===== config.mk =====
export PLATFORM = sky130hd
export DESIGN_NAME = sparcCore
export DESIGN_NICKNAME = d
export VERILOG_FILES = /design/src/hw/sparcPkg.sv /design/src/hw/ctrlIf.sv /design/src/hw/alu.sv /design/src/hw/controlUnit.sv /design/src/hw/datapath.sv /design/src/hw/registerFile.sv /design/src/hw/sparcCore.sv
export SDC_FILE = /design/constraint.sdc
export NUM_CORES = 2
export LEC_CHECK = 0
export BUFFER_PORTS_ARGS = -buffer_cell sky130_fd_sc_hd__buf_4
export CORE_MARGIN = 2
export CORE_UTILIZATION = 50
export CTS_CLUSTER_SIZE = 10
export DETAILED_ROUTE_END_ITERATION = 6
export PLACE_DENSITY = 0.67
export SETUP_SLACK_MARGIN = 0.4
export SLEW_MARGIN = 25
export SYNTH_ARGS = -nofsm -noshare
export SYNTH_HDL_FRONTEND = slang
export SYNTH_HIERARCHICAL = 1
export SYNTH_SLANG_ARGS = --single-unit

===== constraint.sdc =====
create_clock -name Clk -period 10.5 [get_ports Clk]
set_input_delay 1.05 -clock Clk [delete_from_list [all_inputs] [get_ports Clk]]
set_output_delay 1.05 -clock Clk [all_outputs]
set_load 0.01 [all_outputs]

===== src/hw/sparcPkg.sv =====
package sparcPkg;

	// Major opcode field
	localparam logic [1:0] opFmt2 = 2'b00;
	localparam logic [1:0] opArith = 2'b10;

	// op2 value of SETHI
	localparam logic [2:0] op2Sethi = 3'b100;

	// op3 values of the supported ALU operations
	localparam logic [5:0] op3Add = 6'b000000;
	localparam logic [5:0] op3And = 6'b000001;
	localparam logic [5:0] op3Or = 6'b000010;
	localparam logic [5:0] op3Xor = 6'b000011;
	localparam logic [5:0] op3Sub = 6'b000100;

	// Set in op3 for the cc variants
	localparam int ccBit = 4;

	// ALU input A choices
	localparam logic [1:0] aSelRs1 = 2'd0;
	localparam logic [1:0] aSelPc = 2'd1;
	localparam logic [1:0] aSelNpc = 2'd2;

	// ALU input B choices
	localparam logic [1:0] bSelRs2 = 2'd0;
	localparam logic [1:0] bSelImm = 2'd1;
	localparam logic [1:0] bSelFour = 2'd2;
	localparam logic [1:0] bSelSethi = 2'd3;

	localparam logic [31:0] resetPc = 32'h0000_0000;

	// Integer condition codes
	typedef struct packed {
		logic n;
		logic z;
		logic v;
		logic c;
	} iccT;

	// SETHI and branch layout
	typedef struct packed {
		logic [1:0] op;
		logic [4:0] rd;
		logic [2:0] op2;
		logic [21:0] imm22;
	} fmt2T;

	// Arithmetic layout, rs2 sits in the low bits of low13
	typedef struct packed {
		logic [1:0] op;
		logic [4:0] rd;
		logic [5:0] op3;
		logic [4:0] rs1;
		logic iBit;
		logic [12:0] low13;
	} fmt3T;

	typedef union packed {
		fmt2T f2;
		fmt3T f3;
	} instrWord;

endpackage


===== src/hw/ctrlIf.sv =====
`timescale 1ns/1ns

interface ctrlIf;

	// Register enables and clear
	logic pcEnable;
	logic npcEnable;
	logic irEnable;
	logic rfWrite;
	logic pswEnable;
	logic pcClr;

	// ALU steering
	logic [1:0] aluASel;
	logic [1:0] aluBSel;
	logic [5:0] aluOp;

	// Instruction register back to the FSM
	sparcPkg::instrWord ir;

	modport ctrl (
		output pcEnable, npcEnable, irEnable, rfWrite, pswEnable, pcClr,
		output aluASel, aluBSel, aluOp,
		input ir
	);

	modport dp (
		input pcEnable, npcEnable, irEnable, rfWrite, pswEnable, pcClr,
		input aluASel, aluBSel, aluOp,
		output ir
	);

endinterface


===== src/hw/alu.sv =====
`timescale 1ns/1ns

module alu
(
	input logic [5:0] op,
	input logic [31:0] a,
	input logic [31:0] b,
	output logic [31:0] result,
	output sparcPkg::iccT icc
);

	logic [5:0] baseOp;
	logic [32:0] wide;

	// Flag latching is the datapath's business
	assign baseOp = op & ~(6'd1 << sparcPkg::ccBit);

	always_comb
	begin
		wide = '0;
		result = '0;
		icc.v = 1'b0;
		icc.c = 1'b0;
		case (baseOp)
			sparcPkg::op3Add:
			begin
				wide = {1'b0, a} + {1'b0, b};
				result = wide[31:0];
				icc.c = wide[32];
				icc.v = (a[31] == b[31]) && (result[31] != a[31]);
			end
			sparcPkg::op3Sub:
			begin
				// Carry is the borrow out
				wide = {1'b0, a} - {1'b0, b};
				result = wide[31:0];
				icc.c = wide[32];
				icc.v = (a[31] != b[31]) && (result[31] != a[31]);
			end
			sparcPkg::op3And:
				result = a & b;
			sparcPkg::op3Or:
				result = a | b;
			sparcPkg::op3Xor:
				result = a ^ b;
			default:
				result = '0;
		endcase
		icc.n = result[31];
		icc.z = (result == 32'd0);
	end

endmodule


===== src/hw/controlUnit.sv =====
`timescale 1ns/1ns

module controlUnit
(
	input logic Clk,
	input logic RESET,
	ctrlIf.ctrl bus,
	input logic memMfc,
	output logic memEnable,
	output logic retireValid,
	output logic retireIllegal
);

	typedef enum logic [3:0] {
		sResetClr,
		sFetch,
		sWait,
		sDecode,
		sSethi,
		sSethiWrite,
		sArith,
		sArithImm,
		sArithReg,
		sAluReady,
		sWrite,
		sPcAlu,
		sPcLoad
	} stateT;

	stateT state;
	stateT nextState;
	logic [5:0] baseOp3;
	logic isSethi;
	logic isArith;

	always_ff @(posedge Clk)
	begin
		if (RESET)
			state <= sResetClr;
		else
			state <= nextState;
	end

	// Same word seen as fmt2 for SETHI and as fmt3 for arithmetic
	always_comb
	begin
		baseOp3 = bus.ir.f3.op3;
		baseOp3[sparcPkg::ccBit] = 1'b0;
		isSethi = (bus.ir.f2.op == sparcPkg::opFmt2) && (bus.ir.f2.op2 == sparcPkg::op2Sethi);
		isArith = (bus.ir.f3.op == sparcPkg::opArith) &&
			(baseOp3 inside {sparcPkg::op3Add, sparcPkg::op3And, sparcPkg::op3Or,
			sparcPkg::op3Xor, sparcPkg::op3Sub});
	end

	always_comb
	begin
		nextState = state;
		bus.pcClr = 1'b0;
		bus.pcEnable = 1'b0;
		bus.npcEnable = 1'b0;
		bus.irEnable = 1'b0;
		bus.rfWrite = 1'b0;
		bus.pswEnable = 1'b0;
		memEnable = 1'b0;
		retireValid = 1'b0;
		retireIllegal = 1'b0;
		case (state)
			sResetClr:
			begin
				bus.pcClr = 1'b1;
				nextState = sFetch;
			end
			// PC settles on memAddr
			sFetch:
				nextState = sWait;
			sWait:
			begin
				memEnable = 1'b1;
				if (memMfc)
				begin
					bus.irEnable = 1'b1;
					nextState = sDecode;
				end
			end
			sDecode:
			begin
				if (isSethi)
					nextState = sSethi;
				else if (isArith)
					nextState = sArith;
				else
				begin
					// Illegal encodings retire straight from here
					retireValid = 1'b1;
					retireIllegal = 1'b1;
					nextState = sPcAlu;
				end
			end
			sSethi:
				nextState = sSethiWrite;
			sSethiWrite:
			begin
				bus.rfWrite = 1'b1;
				retireValid = 1'b1;
				nextState = sPcAlu;
			end
			sArith:
				nextState = bus.ir.f3.iBit ? sArithImm : sArithReg;
			sArithImm, sArithReg:
				nextState = sAluReady;
			sAluReady:
				nextState = sWrite;
			sWrite:
			begin
				bus.rfWrite = 1'b1;
				bus.pswEnable = bus.ir.f3.op3[sparcPkg::ccBit];
				retireValid = 1'b1;
				nextState = sPcAlu;
			end
			sPcAlu:
				nextState = sPcLoad;
			// NPC to PC, NPC + 4 to NPC
			sPcLoad:
			begin
				bus.pcEnable = 1'b1;
				bus.npcEnable = 1'b1;
				nextState = sWait;
			end
			default:
				nextState = sResetClr;
		endcase
	end

	// ALU steering is held from one state to the next
	always_ff @(posedge Clk)
	begin
		if (RESET)
		begin
			bus.aluASel <= sparcPkg::aSelRs1;
			bus.aluBSel <= sparcPkg::bSelRs2;
			bus.aluOp <= sparcPkg::op3Add;
		end
		else
		begin
			case (state)
				sSethi:
				begin
					bus.aluASel <= sparcPkg::aSelRs1;
					bus.aluBSel <= sparcPkg::bSelSethi;
					bus.aluOp <= sparcPkg::op3Add;
				end
				sArith:
				begin
					bus.aluASel <= sparcPkg::aSelRs1;
					bus.aluOp <= bus.ir.f3.op3;
				end
				sArithImm:
					bus.aluBSel <= sparcPkg::bSelImm;
				sArithReg:
					bus.aluBSel <= sparcPkg::bSelRs2;
				sPcAlu:
				begin
					bus.aluASel <= sparcPkg::aSelNpc;
					bus.aluBSel <= sparcPkg::bSelFour;
					bus.aluOp <= sparcPkg::op3Add;
				end
				default:
				begin
				end
			endcase
		end
	end

endmodule


===== src/hw/datapath.sv =====
`timescale 1ns/1ns

module datapath
(
	input logic Clk,
	input logic RESET,
	ctrlIf.dp bus,
	input logic [31:0] memData,
	output logic [31:0] memAddr,
	output logic [31:0] retirePc,
	output logic [31:0] retireData,
	output logic [4:0] retireRd,
	output logic retireWrite,
	output sparcPkg::iccT retireIcc
);

	logic [31:0] pc;
	logic [31:0] npc;
	sparcPkg::instrWord irReg;
	sparcPkg::iccT psrIcc;
	sparcPkg::iccT aluIcc;
	logic [4:0] rs1Addr;
	logic [31:0] rs1Data;
	logic [31:0] rs2Data;
	logic [31:0] aluA;
	logic [31:0] aluB;
	logic [31:0] aluResult;

	always_ff @(posedge Clk)
	begin
		if (RESET || bus.pcClr)
		begin
			pc <= sparcPkg::resetPc;
			npc <= sparcPkg::resetPc + 32'd4;
		end
		else
		begin
			if (bus.pcEnable)
				pc <= npc;
			if (bus.npcEnable)
				npc <= aluResult;
		end
	end

	always_ff @(posedge Clk)
	begin
		if (bus.irEnable)
			irReg <= memData;
	end

	always_ff @(posedge Clk)
	begin
		if (RESET)
			psrIcc <= '0;
		else if (bus.pswEnable)
			psrIcc <= aluIcc;
	end

	// SETHI adds onto register 0
	assign rs1Addr = (irReg.f3.op == sparcPkg::opArith) ? irReg.f3.rs1 : 5'd0;

	registerFile regFile (
		.Clk(Clk),
		.RESET(RESET),
		.rs1(rs1Addr),
		.rs2(irReg.f3.low13[4:0]),
		.rd(irReg.f3.rd),
		.write(bus.rfWrite),
		.wData(aluResult),
		.rs1Data(rs1Data),
		.rs2Data(rs2Data)
	);

	always_comb
	begin
		case (bus.aluASel)
			sparcPkg::aSelPc: aluA = pc;
			sparcPkg::aSelNpc: aluA = npc;
			default: aluA = rs1Data;
		endcase
		case (bus.aluBSel)
			sparcPkg::bSelImm: aluB = {{19{irReg.f3.low13[12]}}, irReg.f3.low13};
			sparcPkg::bSelFour: aluB = 32'd4;
			sparcPkg::bSelSethi: aluB = {irReg.f2.imm22, 10'd0};
			default: aluB = rs2Data;
		endcase
	end

	alu aluUnit (
		.op(bus.aluOp),
		.a(aluA),
		.b(aluB),
		.result(aluResult),
		.icc(aluIcc)
	);

	assign bus.ir = irReg;
	assign memAddr = pc;

	// Retire fields reflect the write-back cycle
	assign retirePc = pc;
	assign retireData = aluResult;
	assign retireRd = irReg.f3.rd;
	assign retireWrite = bus.rfWrite && (irReg.f3.rd != 5'd0);
	assign retireIcc = bus.pswEnable ? aluIcc : psrIcc;

endmodule


===== src/hw/registerFile.sv =====
`timescale 1ns/1ns

module registerFile
(
	input logic Clk,
	input logic RESET,
	input logic [4:0] rs1,
	input logic [4:0] rs2,
	input logic [4:0] rd,
	input logic write,
	input logic [31:0] wData,
	output logic [31:0] rs1Data,
	output logic [31:0] rs2Data
);

	logic [31:0] regs [32];

	// Register 0 never takes a write, so it reads as zero
	always_ff @(posedge Clk)
	begin
		if (RESET)
		begin
			for (int i = 0; i < 32; i++)
				regs[i] <= '0;
		end
		else if (write && (rd != 5'd0))
			regs[rd] <= wData;
	end

	assign rs1Data = regs[rs1];
	assign rs2Data = regs[rs2];

endmodule


===== src/hw/sparcCore.sv =====
`timescale 1ns/1ns

module sparcCore
(
	input logic Clk,
	input logic RESET,
	input logic [31:0] memData,
	input logic memMfc,
	output logic [31:0] memAddr,
	output logic memEnable,
	output logic retireValid,
	output logic [31:0] retirePc,
	output logic retireWrite,
	output logic [4:0] retireRd,
	output logic [31:0] retireData,
	output sparcPkg::iccT retireIcc,
	output logic retireIllegal
);

	ctrlIf bus ();

	controlUnit ctrl (
		.Clk(Clk),
		.RESET(RESET),
		.bus(bus),
		.memMfc(memMfc),
		.memEnable(memEnable),
		.retireValid(retireValid),
		.retireIllegal(retireIllegal)
	);

	datapath dp (
		.Clk(Clk),
		.RESET(RESET),
		.bus(bus),
		.memData(memData),
		.memAddr(memAddr),
		.retirePc(retirePc),
		.retireData(retireData),
		.retireRd(retireRd),
		.retireWrite(retireWrite),
		.retireIcc(retireIcc)
	);

endmodule


Yosys cells after proc, flatten, opt, wreduce, memory -nomap -nowiden --
Memory sizes are Yosys's and may differ from the RTL's. A register that Yosys moved wholly into a read port is not among the register bits. Cells that the tools add are included.
Cells by class: add/subtract/negate cells 2, multiply operators 0, divide/modulo/power cells 0, magnitude comparators 0, equality and inequality tests 32, shift-type cells 0, multiplexer cells 34, bitwise operators 3, reductions and logical operators 22
Operators with widths (count):
- $pmux 32 s5 | 1
- $pmux 32 s3 | 1
- $pmux 32 s2 | 1
- $pmux 4 s10 | 1
- $add 32x32->33 | 1
- $sub 32x32->33 | 1
- $and 32x32->32 | 1
- $logic_not 32->1 | 1
- $mux 32 | 1
- $or 32x32->32 | 1
- $reduce_or 32->1 | 1
- $xor 32x32->32 | 1
- $eq 4x4->1 const B | 5
- $eq 5x2->1 const B | 4
- $mux 4 | 5
- $eq 4x3->1 const B | 4
- $mux 1 | 16
- $mux 5 | 3
- $pmux 6 s2 | 1
- $eq 5x1->1 const B | 2
- $eq 5x3->1 const B | 2
- $reduce_bool 5->1 | 2
- $reduce_or 2->1 | 5
- $eq 2x2->1 const B | 4
- other kinds (18) | 28
Word-level totals: register bits after elaboration 114, latch bits 0, RAM bits 1024, bits in read-only memories 0, bits of input ports 35, output and inout bits 109, word-level logic and storage cells 105, memories kept 1
Memories:
- dp.regFile.regs | words 32, bits a word 32, read ports 2, clocked after Yosys merged registers in 1, wr ports 32, line registerFile.sv:16 | logic [31:0] regs [32];

Longest topological paths before layout --
word-level depth 9, depth in mapped cells 29, gate-level depth less buffers 26

Hierarchy --
Netlist, hierarchy kept.
By module, submodules not included:
- registerFile | times used 1, cells an instance 4605, area an instance 55894.9 um^2, sequential area each 30749.5 um^2
- alu | times used 1, cells an instance 793, area an instance 5286.3 um^2, sequential area each 0.0 um^2
- datapath | times used 1, cells an instance 487, area an instance 5012.3 um^2, sequential area each 2322.2 um^2
- controlUnit | times used 1, cells an instance 97, area an instance 773.2 um^2, sequential area each 260.2 um^2

Worst setup path before layout --
Ideal clock, no wire load.
path type flip-flop to output port, start point register dp.irReg (netlist bit dp/bus.ir[30]), end point output retireIcc[2] (netlist name), data arrival time 5.897 ns, data required time 9.450 ns, path slack 3.553 ns, stages on the path, launching flop included 26, path buffers 3, cell sequence edfxtp_1 -> nor2b_1 -> and2_1 -> buf_2 -> buf_2 -> buf_4 -> mux2i_1 -> a21oi_1 -> a31oi_1 -> nand3_1 -> nand2_1 -> o21ai_0 -> inv_1 -> ha_1 -> o21ba_1 -> or4_4 -> a211oi_2 -> o31a_1 -> a21oi_1 -> xor2_1 -> a221o_1 -> or4b_1 -> or4b_1 -> or4_1 -> nor4b_2 -> mux2_2
RTL lines:
- from (decl) | line datapath.sv:19 | sparcPkg::instrWord irReg;
- from (signal assigned) | line datapath.sv:48 | irReg <= memData;
- to (decl) | line sparcCore.sv:16 | output sparcPkg::iccT retireIcc,

==> results.json <==
{
  "cts_sinks": 1136,
  "max_stage_delay_ps": 770,
  "num_rows": 134,
  "criticalPathCategory": "reg2out",
  "initial_core_util_pct": 50.3,
  "grt_pass1_vias": 48883,
  "syn_inst": 5979,
  "ant_nets": 0,
  "dieArea_um2": 137000,
  "port_buffers": 143,
  "avgRoutedWirePerCell_um": 30.8,
  "crit_arrival_ps": 8910,
  "critPathTopFamily": "simple AND/OR/NAND/NOR gates",
  "p_leak_nw": 27.9,
  "cp-start-kind": "flop",
  "setup_viol": 0,
  "cp-endpoint": "retireIcc[2]",
  "hold_path_startpoint": "memData[27]",
  "grt_max_degree": 127,
  "power_mw": 13.1,
  "critPathBufInv": 3,
  "cts-buffers-inserted": 136,
  "mostFrequentLayoutCell": "mux2i_1",
  "met2_wirelength_um": 107000,
  "clockBufferDepth": 3,
  "drv_cap": 0,
  "startpoint": "dp/bus.ir[30]$_DFFE_PP_",
  "r2r_cells": 24,
  "yosysWarningCount": 6,
  "grt_pass1_wl_um": 340000,
  "vias": 50071,
  "cp.required_ps": 9450,
  "layout_min_cycle_time_ps": 9960,
  "drc": 0,
  "cts_hold_buffers": 0,
  "nets": 6071,
  "maxSlewViolCount": 0,
  "crit_cells": 24,
  "worst_pin_slew_ps": 1480,
  "dieWidth_um": 370,
  "cp_cell_sequence": "nor2b_2, and2_1, and2_4, buf_4, a21oi_1, a31oi_1, nand3_1, nand2_1, o21ai_0, inv_1, ha_1, nor4_2, and2_4, a221o_2, a2111oi_2, o41a_2, nor3_2, o41ai_4, a21oi_1, or4_4, or4b_1, nor4b_2, mux2_2, buf_4",
  "clk_latency_ps": 800,
  "worstPathMaxFanout": 34,
  "crit_path_top_delay_cell": "or4_4",
  "rsz0062_at_grt": "no",
  "finalClockSkew_ps": 40.1,
  "slew_headroom_pct": 1.36,
  "layout_common_cells": "mux2i_1 (1,105), edfxtp_1 (1,056), and2_1 (1,000)",
  "ios": 144,
  "grt_overflow": 0,
  "final_layout_size_suffix_gt1_share_pct": 11.3,
  "syn_to_final_growth_pct": 9.88,
  "drtPass1Iterations": 6,
  "p_per_area_nw_per_um2": 178,
  "finalCritPeriodShare_pct": 94.8,
  "clock-root-buffer": "clkbuf_16",
  "wirelength_met1_um": 94900,
  "end_kind": "output pin",
  "whs_ps": 421,
  "avgSynthCellArea_um2": 11.2,
  "synth_area_um2": 66900,
  "antenna_found_initial": 8,
  "reg2reg_to": "dp/psrIcc[2]$_SDFF_PP0_",
  "via_per_inst": 6.45,
  "r2r-start": "dp/bus.ir[30]$_DFFE_PP_",
  "fmax_mhz": 100,
  "path_clk_slew_ps": 50,
  "gp_congestion": 1.00,
  "setup_tns_ps": 0,
  "drt_iter0_markers": 6333,
  "routed.top_layer": "met5",
  "dieHeight_um": 370,
  "outcome": "finished clean",
  "dp_hpwl_um": 147000,
  "reg2reg_slack_ps": 2300,
  "fillerInstances": 11249,
  "cts_tree": "done",
  "h-tree-depth": 4,
  "grtUsageTotal_pct": 34.2,
  "wl_met3_um": 22800,
  "ir_worst_vdd_mv": 0.146,
  "finalHoldViolations": 0,
  "core_area_um2": 133000,
  "min_path_type": "in2reg",
  "min_path_cells": 1,
  "drt_wl_total_um": 239000
}
[layout make-up]
cell class	count	area [um2]	area share, %
clock inverter	25	338	0.459
sequential	1136	33300	45.3
inverter	102	383	0.521
clock buffer	174	3610	4.90
timing repair buffer	360	3060	4.16
multi-input combinational	4193	30600	41.6
antenna	3	7.51	0.0102
tap	1768	2210	3.01
[registers in the layout, summed over array words and instances (netlist names)]
signal and flops:
ctrl/bus.aluOp 5, dp/regFile/regs 1024, dp/psrIcc 4, dp/npc 32
dp/memAddr 32, dp/bus.ir 32, ctrl/bus.aluBSel 2, ctrl/state 4
ctrl/bus.aluASel 1
[worst min-delay path by stage]
| stage | end |
|---|---|
| detailed placement | dp/npc[22]$_SDFFE_PP0P_ |
| global route | dp/bus.ir[29]$_DFFE_PP_ |
| global placement | dp/memAddr[2]$_SDFFE_PP0P_ |
| floorplan | ctrl/bus.aluOp[1]$_SDFFE_PP0P_ |
| CTS | dp/bus.ir[28]$_DFFE_PP_ |
| finish | dp/bus.ir[27]$_DFFE_PP_ |
[where the power goes]
| part | total [mW] | switching, mW | internal [mW] |
|---|---|---|---|
| Combinational | 3.54 | 2.53 | 1.00 |
| Clock | 4.34 | 1.91 | 2.42 |
| Sequential | 5.21 | 0.109 | 5.10 |
[per-layer routing]
layer,track usage [%],vias up
met5,0,-
met4,18.8,2
met3,6.13,641
met2,53.1,2874
met1,45.5,24953
li1,-,21601
[through the flow]
step                instances  instance area [um2]  worst slack, ps  util [%]
global placement         7549                69500             1280      52.2
global route             7758                73500              419      55.2
CTS                      7749                73400              605      55.2
finish                   7761                73500              542      55.2
detailed placement       7550                69500             1170      52.2
floorplan                6010                67000             3550         -
[repair_timing]
action | in CTS | in global routing
pin swaps | 0 | 2
buffers inserted | 0 | 9
setup endpoints to repair | 1 | 1
gates resized for setup | 1 | 3
gates cloned | 0 | 0
No activity file was read; power rests on OpenSTA's default activity.
